===== src/verilog/CoreTypesPkg.sv =====
package CoreTypesPkg;

    localparam int SQN_WIDTH = 7;
    localparam int TAG_WIDTH = 7;
    localparam int REG_NM_WIDTH = 5;

    // Sequence numbers wrap around.
    // Two of them are ordered by the sign of their difference, never by magnitude.
    typedef logic [SQN_WIDTH-1:0] SqN;

    typedef logic [TAG_WIDTH-1:0] Tag; // physical destination register.

    typedef logic [REG_NM_WIDTH-1:0] RegNm; // architectural destination register.

endpackage


===== src/verilog/MulOpsPkg.sv =====
package MulOpsPkg;

    typedef enum logic [1:0] {
        MUL,
        MULH,
        MULSU,
        MULU
    } MulOp;

    typedef struct packed {
        logic [31:0]        srcA; // magnitude of source A.
        logic [31:0]        srcB; // magnitude of source B.
        logic [63:0]        res; // running sum of the slice products.
        logic               invert; // product must be negated at the end.
        logic               high; // return the upper word.
        CoreTypesPkg::Tag   tagDst;
        CoreTypesPkg::RegNm nmDst;
        logic [31:0]        pc;
    } MulState;

    typedef struct packed {
        logic [31:0]        result;
        CoreTypesPkg::Tag   tagDst;
        CoreTypesPkg::RegNm nmDst;
        logic [31:0]        pc;
    } MulResult;

endpackage


===== src/verilog/SquashStage.sv =====
`timescale 1ns/1ps

module SquashStage #(
    parameter type Payload = logic
) (
    input  logic             clk,
    input  logic             rst,
    input  logic             branchTaken,
    input  CoreTypesPkg::SqN branchSqN,
    input  logic             inValid,
    input  CoreTypesPkg::SqN inSqN,
    input  Payload           inData,
    output logic             outValid,
    output CoreTypesPkg::SqN outSqN,
    output Payload           outData
);

    CoreTypesPkg::SqN ageDiff;
    logic squash;
    logic keep;

    assign ageDiff = inSqN - branchSqN; // the sign of this modulo difference gives relative age.
    assign squash = branchTaken && ($signed(ageDiff) > 0); // entry is younger than the branch.
    assign keep = inValid && !squash;

    always_ff @(posedge clk) begin
        if (rst) begin
            outValid <= 1'b0;
        end else begin
            outValid <= keep;
        end
    end

    always_ff @(posedge clk) begin
        if (keep) begin
            outSqN <= inSqN;
            outData <= inData;
        end
    end

    assert property (@(posedge clk) rst |=> !outValid)
        else $error("pipeline entry valid in the cycle after reset");

endmodule


===== src/verilog/MulOperandPrep.sv =====
`timescale 1ns/1ps

module MulOperandPrep (
    input  logic                 clk,
    input  logic                 rst,
    input  logic                 en,
    input  logic                 inValid,
    input  MulOpsPkg::MulOp      inOp,
    input  logic [31:0]          inSrcA,
    input  logic [31:0]          inSrcB,
    input  CoreTypesPkg::Tag     inTag,
    input  CoreTypesPkg::RegNm   inRegNm,
    input  CoreTypesPkg::SqN     inSqN,
    input  logic [31:0]          inPc,
    input  logic                 branchTaken,
    input  CoreTypesPkg::SqN     branchSqN,
    output logic                 outValid,
    output CoreTypesPkg::SqN     outSqN,
    output MulOpsPkg::MulState   outState
);

    MulOpsPkg::MulState prepState;
    logic [31:0] absA;
    logic [31:0] absB;
    logic accept;

    assign absA = inSrcA[31] ? -inSrcA : inSrcA;
    assign absB = inSrcB[31] ? -inSrcB : inSrcB;
    assign accept = inValid && en; // a strobe while disabled is lost.

    always_comb begin
        prepState.srcA = inSrcA;
        prepState.srcB = inSrcB;
        prepState.invert = 1'b0;
        prepState.res = 64'd0;
        prepState.tagDst = inTag;
        prepState.nmDst = inRegNm;
        prepState.pc = inPc;
        case (inOp)
            MulOpsPkg::MULH: begin
                prepState.srcA = absA;
                prepState.srcB = absB;
                prepState.invert = inSrcA[31] ^ inSrcB[31];
            end
            MulOpsPkg::MULSU: begin
                prepState.srcA = absA; // B is unsigned here.
                prepState.invert = inSrcA[31];
            end
            default: begin
            end
        endcase
        prepState.high = (inOp != MulOpsPkg::MUL);
    end

    SquashStage #(.Payload(MulOpsPkg::MulState)) stageReg (
        .clk(clk),
        .rst(rst),
        .branchTaken(branchTaken),
        .branchSqN(branchSqN),
        .inValid(accept),
        .inSqN(inSqN),
        .inData(prepState),
        .outValid(outValid),
        .outSqN(outSqN),
        .outData(outState)
    );

    assert property (@(posedge clk) disable iff (rst) accept |-> !$isunknown(inOp))
        else $error("multiply issued with an unknown opcode");

endmodule


===== src/verilog/MulAccumStage.sv =====
`timescale 1ns/1ps

module MulAccumStage #(
    parameter int BITS = 8,
    parameter int STAGE_IDX = 0
) (
    input  logic               clk,
    input  logic               rst,
    input  logic               branchTaken,
    input  CoreTypesPkg::SqN   branchSqN,
    input  logic               inValid,
    input  CoreTypesPkg::SqN   inSqN,
    input  MulOpsPkg::MulState inState,
    output logic               outValid,
    output CoreTypesPkg::SqN   outSqN,
    output MulOpsPkg::MulState outState
);

    localparam int SHIFT = STAGE_IDX * BITS;

    logic [BITS-1:0] sliceB;
    logic [31+BITS:0] sliceProd;
    logic [63:0] partial;
    MulOpsPkg::MulState nextState;

    assign sliceB = inState.srcB[SHIFT +: BITS];
    assign sliceProd = inState.srcA * sliceB;
    assign partial = 64'(sliceProd) << SHIFT; // weight of this slice of B.

    always_comb begin
        nextState = inState;
        nextState.res = inState.res + partial;
    end

    SquashStage #(.Payload(MulOpsPkg::MulState)) stageReg (
        .clk(clk),
        .rst(rst),
        .branchTaken(branchTaken),
        .branchSqN(branchSqN),
        .inValid(inValid),
        .inSqN(inSqN),
        .inData(nextState),
        .outValid(outValid),
        .outSqN(outSqN),
        .outData(outState)
    );

endmodule


===== src/verilog/MulResultSelect.sv =====
`timescale 1ns/1ps

module MulResultSelect (
    input  logic               clk,
    input  logic               rst,
    input  logic               branchTaken,
    input  CoreTypesPkg::SqN   branchSqN,
    input  logic               inValid,
    input  CoreTypesPkg::SqN   inSqN,
    input  MulOpsPkg::MulState inState,
    output logic               outValid,
    output CoreTypesPkg::SqN   outSqN,
    output logic [31:0]        outResult,
    output CoreTypesPkg::Tag   outTag,
    output CoreTypesPkg::RegNm outRegNm,
    output logic [31:0]        outPc
);

    logic [31:0] lowWord;
    logic [31:0] highWord;
    logic lowZero;
    MulOpsPkg::MulResult nextResult;
    MulOpsPkg::MulResult heldResult;

    assign lowWord = inState.res[31:0];
    assign highWord = inState.res[63:32];
    assign lowZero = (lowWord == 32'd0);

    always_comb begin
        nextResult.tagDst = inState.tagDst;
        nextResult.nmDst = inState.nmDst;
        nextResult.pc = inState.pc;
        if (!inState.high) begin
            nextResult.result = lowWord;
        end else if (!inState.invert) begin
            nextResult.result = highWord;
        end else begin
            // Two's complement of the full product, upper half only.
            // The carry out of the low word exists only when that word is zero.
            nextResult.result = ~highWord + {31'd0, lowZero};
        end
    end

    SquashStage #(.Payload(MulOpsPkg::MulResult)) stageReg (
        .clk(clk),
        .rst(rst),
        .branchTaken(branchTaken),
        .branchSqN(branchSqN),
        .inValid(inValid),
        .inSqN(inSqN),
        .inData(nextResult),
        .outValid(outValid),
        .outSqN(outSqN),
        .outData(heldResult)
    );

    assign outResult = heldResult.result;
    assign outTag = heldResult.tagDst;
    assign outRegNm = heldResult.nmDst;
    assign outPc = heldResult.pc;

endmodule


===== src/verilog/Multiply.sv =====
`timescale 1ns/1ps

module Multiply #(
    parameter int NUM_STAGES = 4,
    parameter int BITS = 32 / NUM_STAGES
) (
    input  logic               clk,
    input  logic               rst,
    input  logic               en,
    input  logic               inValid,
    input  MulOpsPkg::MulOp    inOp,
    input  logic [31:0]        inSrcA,
    input  logic [31:0]        inSrcB,
    input  CoreTypesPkg::Tag   inTag,
    input  CoreTypesPkg::RegNm inRegNm,
    input  CoreTypesPkg::SqN   inSqN,
    input  logic [31:0]        inPc,
    input  logic               branchTaken,
    input  CoreTypesPkg::SqN   branchSqN,
    output logic               outValid,
    output logic [31:0]        outResult,
    output CoreTypesPkg::Tag   outTag,
    output CoreTypesPkg::RegNm outRegNm,
    output CoreTypesPkg::SqN   outSqN,
    output logic [31:0]        outPc
);

    // Slot k is the output of stage k-1 and slot 0 comes from the operand stage.
    logic               stValid [0:NUM_STAGES];
    CoreTypesPkg::SqN   stSqN [0:NUM_STAGES];
    MulOpsPkg::MulState stState [0:NUM_STAGES];

    MulOperandPrep operandPrep (
        .clk(clk),
        .rst(rst),
        .en(en),
        .inValid(inValid),
        .inOp(inOp),
        .inSrcA(inSrcA),
        .inSrcB(inSrcB),
        .inTag(inTag),
        .inRegNm(inRegNm),
        .inSqN(inSqN),
        .inPc(inPc),
        .branchTaken(branchTaken),
        .branchSqN(branchSqN),
        .outValid(stValid[0]),
        .outSqN(stSqN[0]),
        .outState(stState[0])
    );

    for (genvar k = 0; k < NUM_STAGES; k++) begin : genAccum
        MulAccumStage #(
            .BITS(BITS),
            .STAGE_IDX(k)
        ) accumStage (
            .clk(clk),
            .rst(rst),
            .branchTaken(branchTaken),
            .branchSqN(branchSqN),
            .inValid(stValid[k]),
            .inSqN(stSqN[k]),
            .inState(stState[k]),
            .outValid(stValid[k+1]),
            .outSqN(stSqN[k+1]),
            .outState(stState[k+1])
        );
    end

    MulResultSelect resultSelect (
        .clk(clk),
        .rst(rst),
        .branchTaken(branchTaken),
        .branchSqN(branchSqN),
        .inValid(stValid[NUM_STAGES]),
        .inSqN(stSqN[NUM_STAGES]),
        .inState(stState[NUM_STAGES]),
        .outValid(outValid),
        .outSqN(outSqN),
        .outResult(outResult),
        .outTag(outTag),
        .outRegNm(outRegNm),
        .outPc(outPc)
    );

    assert property (@(posedge clk) disable iff (rst) outValid |-> !$isunknown(outResult))
        else $error("multiply result has unknown bits");

endmodule


===== config.mk =====
export PLATFORM = sky130hd
export DESIGN_NAME = Multiply
export DESIGN_NICKNAME = d
export VERILOG_FILES = /design/src/verilog/CoreTypesPkg.sv /design/src/verilog/MulOpsPkg.sv /design/src/verilog/SquashStage.sv /design/src/verilog/MulOperandPrep.sv /design/src/verilog/MulAccumStage.sv /design/src/verilog/MulResultSelect.sv /design/src/verilog/Multiply.sv
export SDC_FILE = /design/constraint.sdc
export NUM_CORES = 2
export LEC_CHECK = 0
export BUFFER_PORTS_ARGS = -buffer_cell sky130_fd_sc_hd__buf_4
export CAP_MARGIN = 10
export CORE_AREA = 2 2 470 472
export DETAILED_ROUTE_END_ITERATION = 12
export DIE_AREA = 0 0 472 474
export PLACE_DENSITY = 0.47
export SLEW_MARGIN = 10
export SYNTH_ARGS = -nofsm -noshare
export SYNTH_HDL_FRONTEND = slang
export SYNTH_HIERARCHICAL = 1
export SYNTH_SLANG_ARGS = --single-unit

===== constraint.sdc =====
create_clock -name clk -period 23.1 [get_ports clk]
set_input_delay 4.62 -clock clk [delete_from_list [all_inputs] [get_ports clk]]
set_output_delay 4.62 -clock clk [all_outputs]
set_load 0.02 [all_outputs]

-- After elaboration in Yosys (flattened, before gate mapping)
Cells that the tools add are included.
- bitwise operators: 2
- equality and inequality tests: 2
- $mul: 4
- $add $sub $neg: 12
- multiplexer cells: 7
- reduce and logical (&&, ||, !) cells: 22
- $lt $le $gt $ge: 6
- operators by type and width (kind ; count):
    32-bit 2-to-1 mux ; 6
    32-bit by 8-bit multiplier with 40-bit output ; 4
    64-bit by 56-bit adder with 64-bit output ; 1
    64-bit adder ; 1
    32-bit negation ; 2
    40-bit by 48-bit adder with 49-bit output ; 1
    7-bit by 1-bit greater-than comparator with 1-bit output (second input constant) ; 6
    7-bit subtractor ; 6
    32-bit by 1-bit adder with 32-bit output ; 1
    32-bit zero test ; 1
    32-bit inverter ; 1
    1-bit logical AND ; 13
    1-bit zero test ; 6
    2-bit by 1-bit equality test with 1-bit output (second input constant) ; 1
    2-bit equality test (second input constant) ; 1
    1-bit case mux with 2 select lines ; 1
    2-bit nonzero test ; 1
    2-bit OR reduction ; 1
    1-bit XOR ; 1
- input port bits: 129
- register bits: 842
- output and inout port bits: 84

-- Logic depth before layout (Yosys ltp)
- depth after elaboration: 5
- mapped depth: 31
- gate-level depth less buffers: 29

-- Cells and area by module
Netlist, hierarchy kept.
- modules (own cells, without submodules) (module ; area each (um^2) ; times used ; cells each):
    SquashStage (genAccum[0].accumStage.stageReg ...) ; 5770.5 ; 5 ; 225
    MulAccumStage (genAccum[1].accumStage) ; 10674.0 ; 1 ; 1333
    MulAccumStage (genAccum[2].accumStage) ; 10528.8 ; 1 ; 1313
    MulAccumStage (genAccum[3].accumStage) ; 10064.7 ; 1 ; 1206
    MulAccumStage (genAccum[0].accumStage) ; 10029.6 ; 1 ; 1205
    SquashStage (resultSelect.stageReg) ; 2827.7 ; 1 ; 127
    MulOperandPrep ; 1587.8 ; 1 ; 228
    MulResultSelect ; 1515.2 ; 1 ; 247

-- Worst setup path after synthesis
OpenSTA, ideal clock, no wires.
- kind: input-to-reg
- start point: in inSqN[0]
- end point: reg operandPrep/stageReg/outData[0] in the netlist's numbering (enable)
- setup time: 0.772 ns
- cell stages on the path: 9
- path slack: 7.679 ns
- data arrival time: 14.649 ns
- path through: inv_1 ha_1 inv_1 fa_1 a21oi_1 nand2b_1 a21oi_1 or4_4 a21boi_1
- word-level cells in the longest chain between the ends: 5
- RTL lines (item ; RTL line ; RTL):
    start: declaration ; Multiply.sv:16 ; input CoreTypesPkg::SqN inSqN,
    7-bit subtractor ; SquashStage.sv:22 ; assign ageDiff = inSqN - branchSqN;
    7-bit by 1-bit greater-than comparator with 1-bit output ; SquashStage.sv:23 ; assign squash = branchTaken && ($signed(ageDiff) > 0);
    1-bit logical AND ; SquashStage.sv:23 ;
    1-bit zero test ; SquashStage.sv:24 ; assign keep = inValid && !squash;
    1-bit logical AND ; SquashStage.sv:24 ;
    named net operandPrep.stageReg.keep ; SquashStage.sv:20 ; logic keep;
    end signal: assignment ; SquashStage.sv:37 ; outData <= inData;
    end: declaration ; SquashStage.sv:15 ; output Payload outData
The timed path passes the listed nets, and every way through them passes these cells.
A chain may end at the register's enable or synchronous reset.

-- Worst setup path in the final report
- start point: in inSqN[0]
- end point: reg operandPrep/stageReg/outData[118] in the netlist's numbering (enable)
Same word-level chain as after synthesis.

==> impl_metrics.tcl <==
set metrics [dict create \
    status "finished, final reports clean" \
    grt_max_degree 158 \
    worstRegToRegCells 23 \
    vias 48580 \
    power.density_nw_per_um2 87.50 \
    cp_max_fo 54 \
    min_to "genAccum[1].accumStage/stageReg/outData[135]" \
    avgViaCountPerCell 4.932 \
    drive_gt1_frac 0.07183 \
    fp.dieW_um 472 \
    required_ns 23.46 \
    dp_hpwl_um 156700 \
    ctsHoldBuffers 0 \
    dieArea_um2 223700 \
    drt_iter0_drc 2609 \
    worstSetupPathType "in -> reg" \
    num_io_pins 213 \
    antenna_left 0 \
    cp-end-kind "register" \
    cts.sinks 882 \
    clock_skew_ns 0.07096 \
    wl_um 200100 \
    fin_tns_setup_ns 0 \
    worst-path-buf-inv 6 \
    r2r_end "genAccum[2].accumStage/stageReg/outData[106]" \
    htree_levels 3 \
    antenna_found_initial 10 \
    max_slew_margin 0.2413 \
    ctsResizeCount 0 \
    cts_buffers 100 \
    min_path_cells 0 \
    core_um2 218700 \
    post_drt_wl_per_cell_um 20.32 \
    ir_drop_uv 125.2 \
    gr-usage-all-layers 0.1790 \
    startpoint_type "input port" \
    period_share 0.3798 \
    area_growth_pct 11.46 \
    cts_tree "yes" \
    fin_util 0.3707 \
    place.gp.congestion 0.8823 \
    initial_core_util 0.3326 \
    clock_latency_ns 0.76 \
    ys_warn_count 6 \
    nNetsFinal 8220 \
    fmax_mhz 114.0 \
    rows 172 \
    hold_class "reg -> reg" \
    rsz0062_at_grt "no" \
    hold_start "genAccum[0].accumStage/stageReg/outData[135]" \
    die_h_um 474 \
    overflow 0 \
    rr_startpoint "genAccum[1].accumStage/stageReg/outData[132]" \
    clk_root_buffer_cell "clkbuf_16" \
    crit_chain "buf_4 -> inv_1 -> ha_1 -> inv_1 -> fa_1 -> a21oi_1 -> nand2b_1 -> a21oi_1 -> or4_4 -> a21boi_4 -> buf_4 -> buf_4 -> buf_4" \
    postCtsSetupBuffers 0 \
    r2r_slack_ns 14.82 \
    fillers 21680 \
    cp_slowest_cell "buf_4" \
    io_buffers 212 \
    syn_area_per_cell_um2 10.90 \
    path_clk_slew_ns 0.07 \
    grt_first_pass_wirelength_um 308600 \
    cpMostUsedCell "buf_4" \
    worstSetupPathDepth 13 \
    critPathTopFamily "buffers and inverters" \
    max_stage_delay_ns 0.70 \
    slew_viol_final 0 \
    hold_viol 0 \
    setup_viol 0 \
    drc_errors 0 \
    maxCapViolCount 0 \
    synth_area_um2 72720 \
    worstPathArrival_ns 9.13 \
    worst_pin_slew_ns 1.138 \
    drt_pre_antenna_iters 6 \
    clock_path_buffers 3 \
    syn_inst 6672 \
    period_needed_ns 8.774 \
    grt_pass1_vias 50550 \
    power_leakage_nw 33.84 \
]
through the flow:
step	hold slack [ns]	cell area, um2	setup slack, ns	total power (W)	instances
3_3_place_gp	0.4000	77750	13.49	0.005497	9664
5_1_grt	0.3851	81050	14.08	0.007602	9847
4_1_cts	0.3777	81040	14.27	0.007142	9846
3_5_place_dp	0.4045	77750	13.46	0.005501	9664
2_1_floorplan	0.4003	72950	7.679	0.004533	6735
6_report	0.3766	81050	14.33	0.007092	9849
layout by cell type (no fill, tap or decap), types with 21 or more instances in the layout:
cell       instances
inv_1            959
a21oi_1          356
clkbuf_16        100
o21ai_0          174
nand4_1           84
nand3_1           89
xnor2_1          238
nand2_1          475
edfxtp_1         876
xor2_1           135
o21a_1            27
buf_4            262
ha_1             429
nor4_1            27
o31ai_1           25
conb_1            64
fa_1             767
nand2b_1          35
a211oi_1          39
and3_1            38
o211ai_1          24
nor3_1            52
or4_1             21
and2_1           799
o21bai_1          41
a31oi_1           52
nor2b_1           38
a21o_1           128
nor2_1           215
flip-flops by register name, indices dropped and copies added (netlist names):
signal	flops
genAccum.accumStage/stageReg/outSqN	28
operandPrep/stageReg/outValid	1
resultSelect/stageReg/outSqN	7
operandPrep/stageReg/outData	174
operandPrep/stageReg/outSqN	7
resultSelect/stageReg/outValid	1
resultSelect/stageReg/outData	76
genAccum.accumStage/stageReg/outValid	4
genAccum.accumStage/stageReg/outData	584
cell type report:
cell class / instances / area (um2) / share of cell area
multi-input cells: 4689 / 42150 / 0.5201
well taps: 2871 / 3592 / 0.04432
diodes: 3 / 7.507 / 0.00009262
clock inverters: 67 / 726.9 / 0.008969
clock buffers: 115 / 2559 / 0.03157
inverters: 959 / 3600 / 0.04441
flip-flops and latches: 882 / 26430 / 0.3260
repair buffers: 263 / 1987 / 0.02451
layer usage:
metal | wire length [um] | share of wire | global-route usage | vias to the layer above
li1 | - | - | - | 22810
met2 | 98060 | 0.49 | 0.3068 | 861
met5 | 0 | 0 | 0 | -
met1 | 90900 | 0.45 | 0.2414 | 24700
met4 | 4515 | 0.023 | 0.04219 | 0
met3 | 6643 | 0.033 | 0.02045 | 210
how the worst max path moves through the flow:
stage	endpoint	start	slack (ns)
floorplan	operandPrep/stageReg/outData[0]	inSqN[0]	7.68
global route	operandPrep/stageReg/outData[118]	inSqN[0]	14.08
finish	operandPrep/stageReg/outData[118]	inSqN[0]	14.33
global placement	operandPrep/stageReg/outData[110]	inSqN[0]	13.49
detailed placement	operandPrep/stageReg/outData[164]	inSqN[0]	13.46
CTS	operandPrep/stageReg/outData[160]	inSqN[0]	14.27
report_power, final:
part / total [W] / internal, W / switching, W
clock network: 0.00159 / 0.000903 / 0.000688
logic: 0.00345 / 0.00129 / 0.00216
registers: 0.00205 / 0.00199 / 0.0000645
total: 0.00709 / 0.00418 / 0.00291
Power figures use the tool's default switching activity.
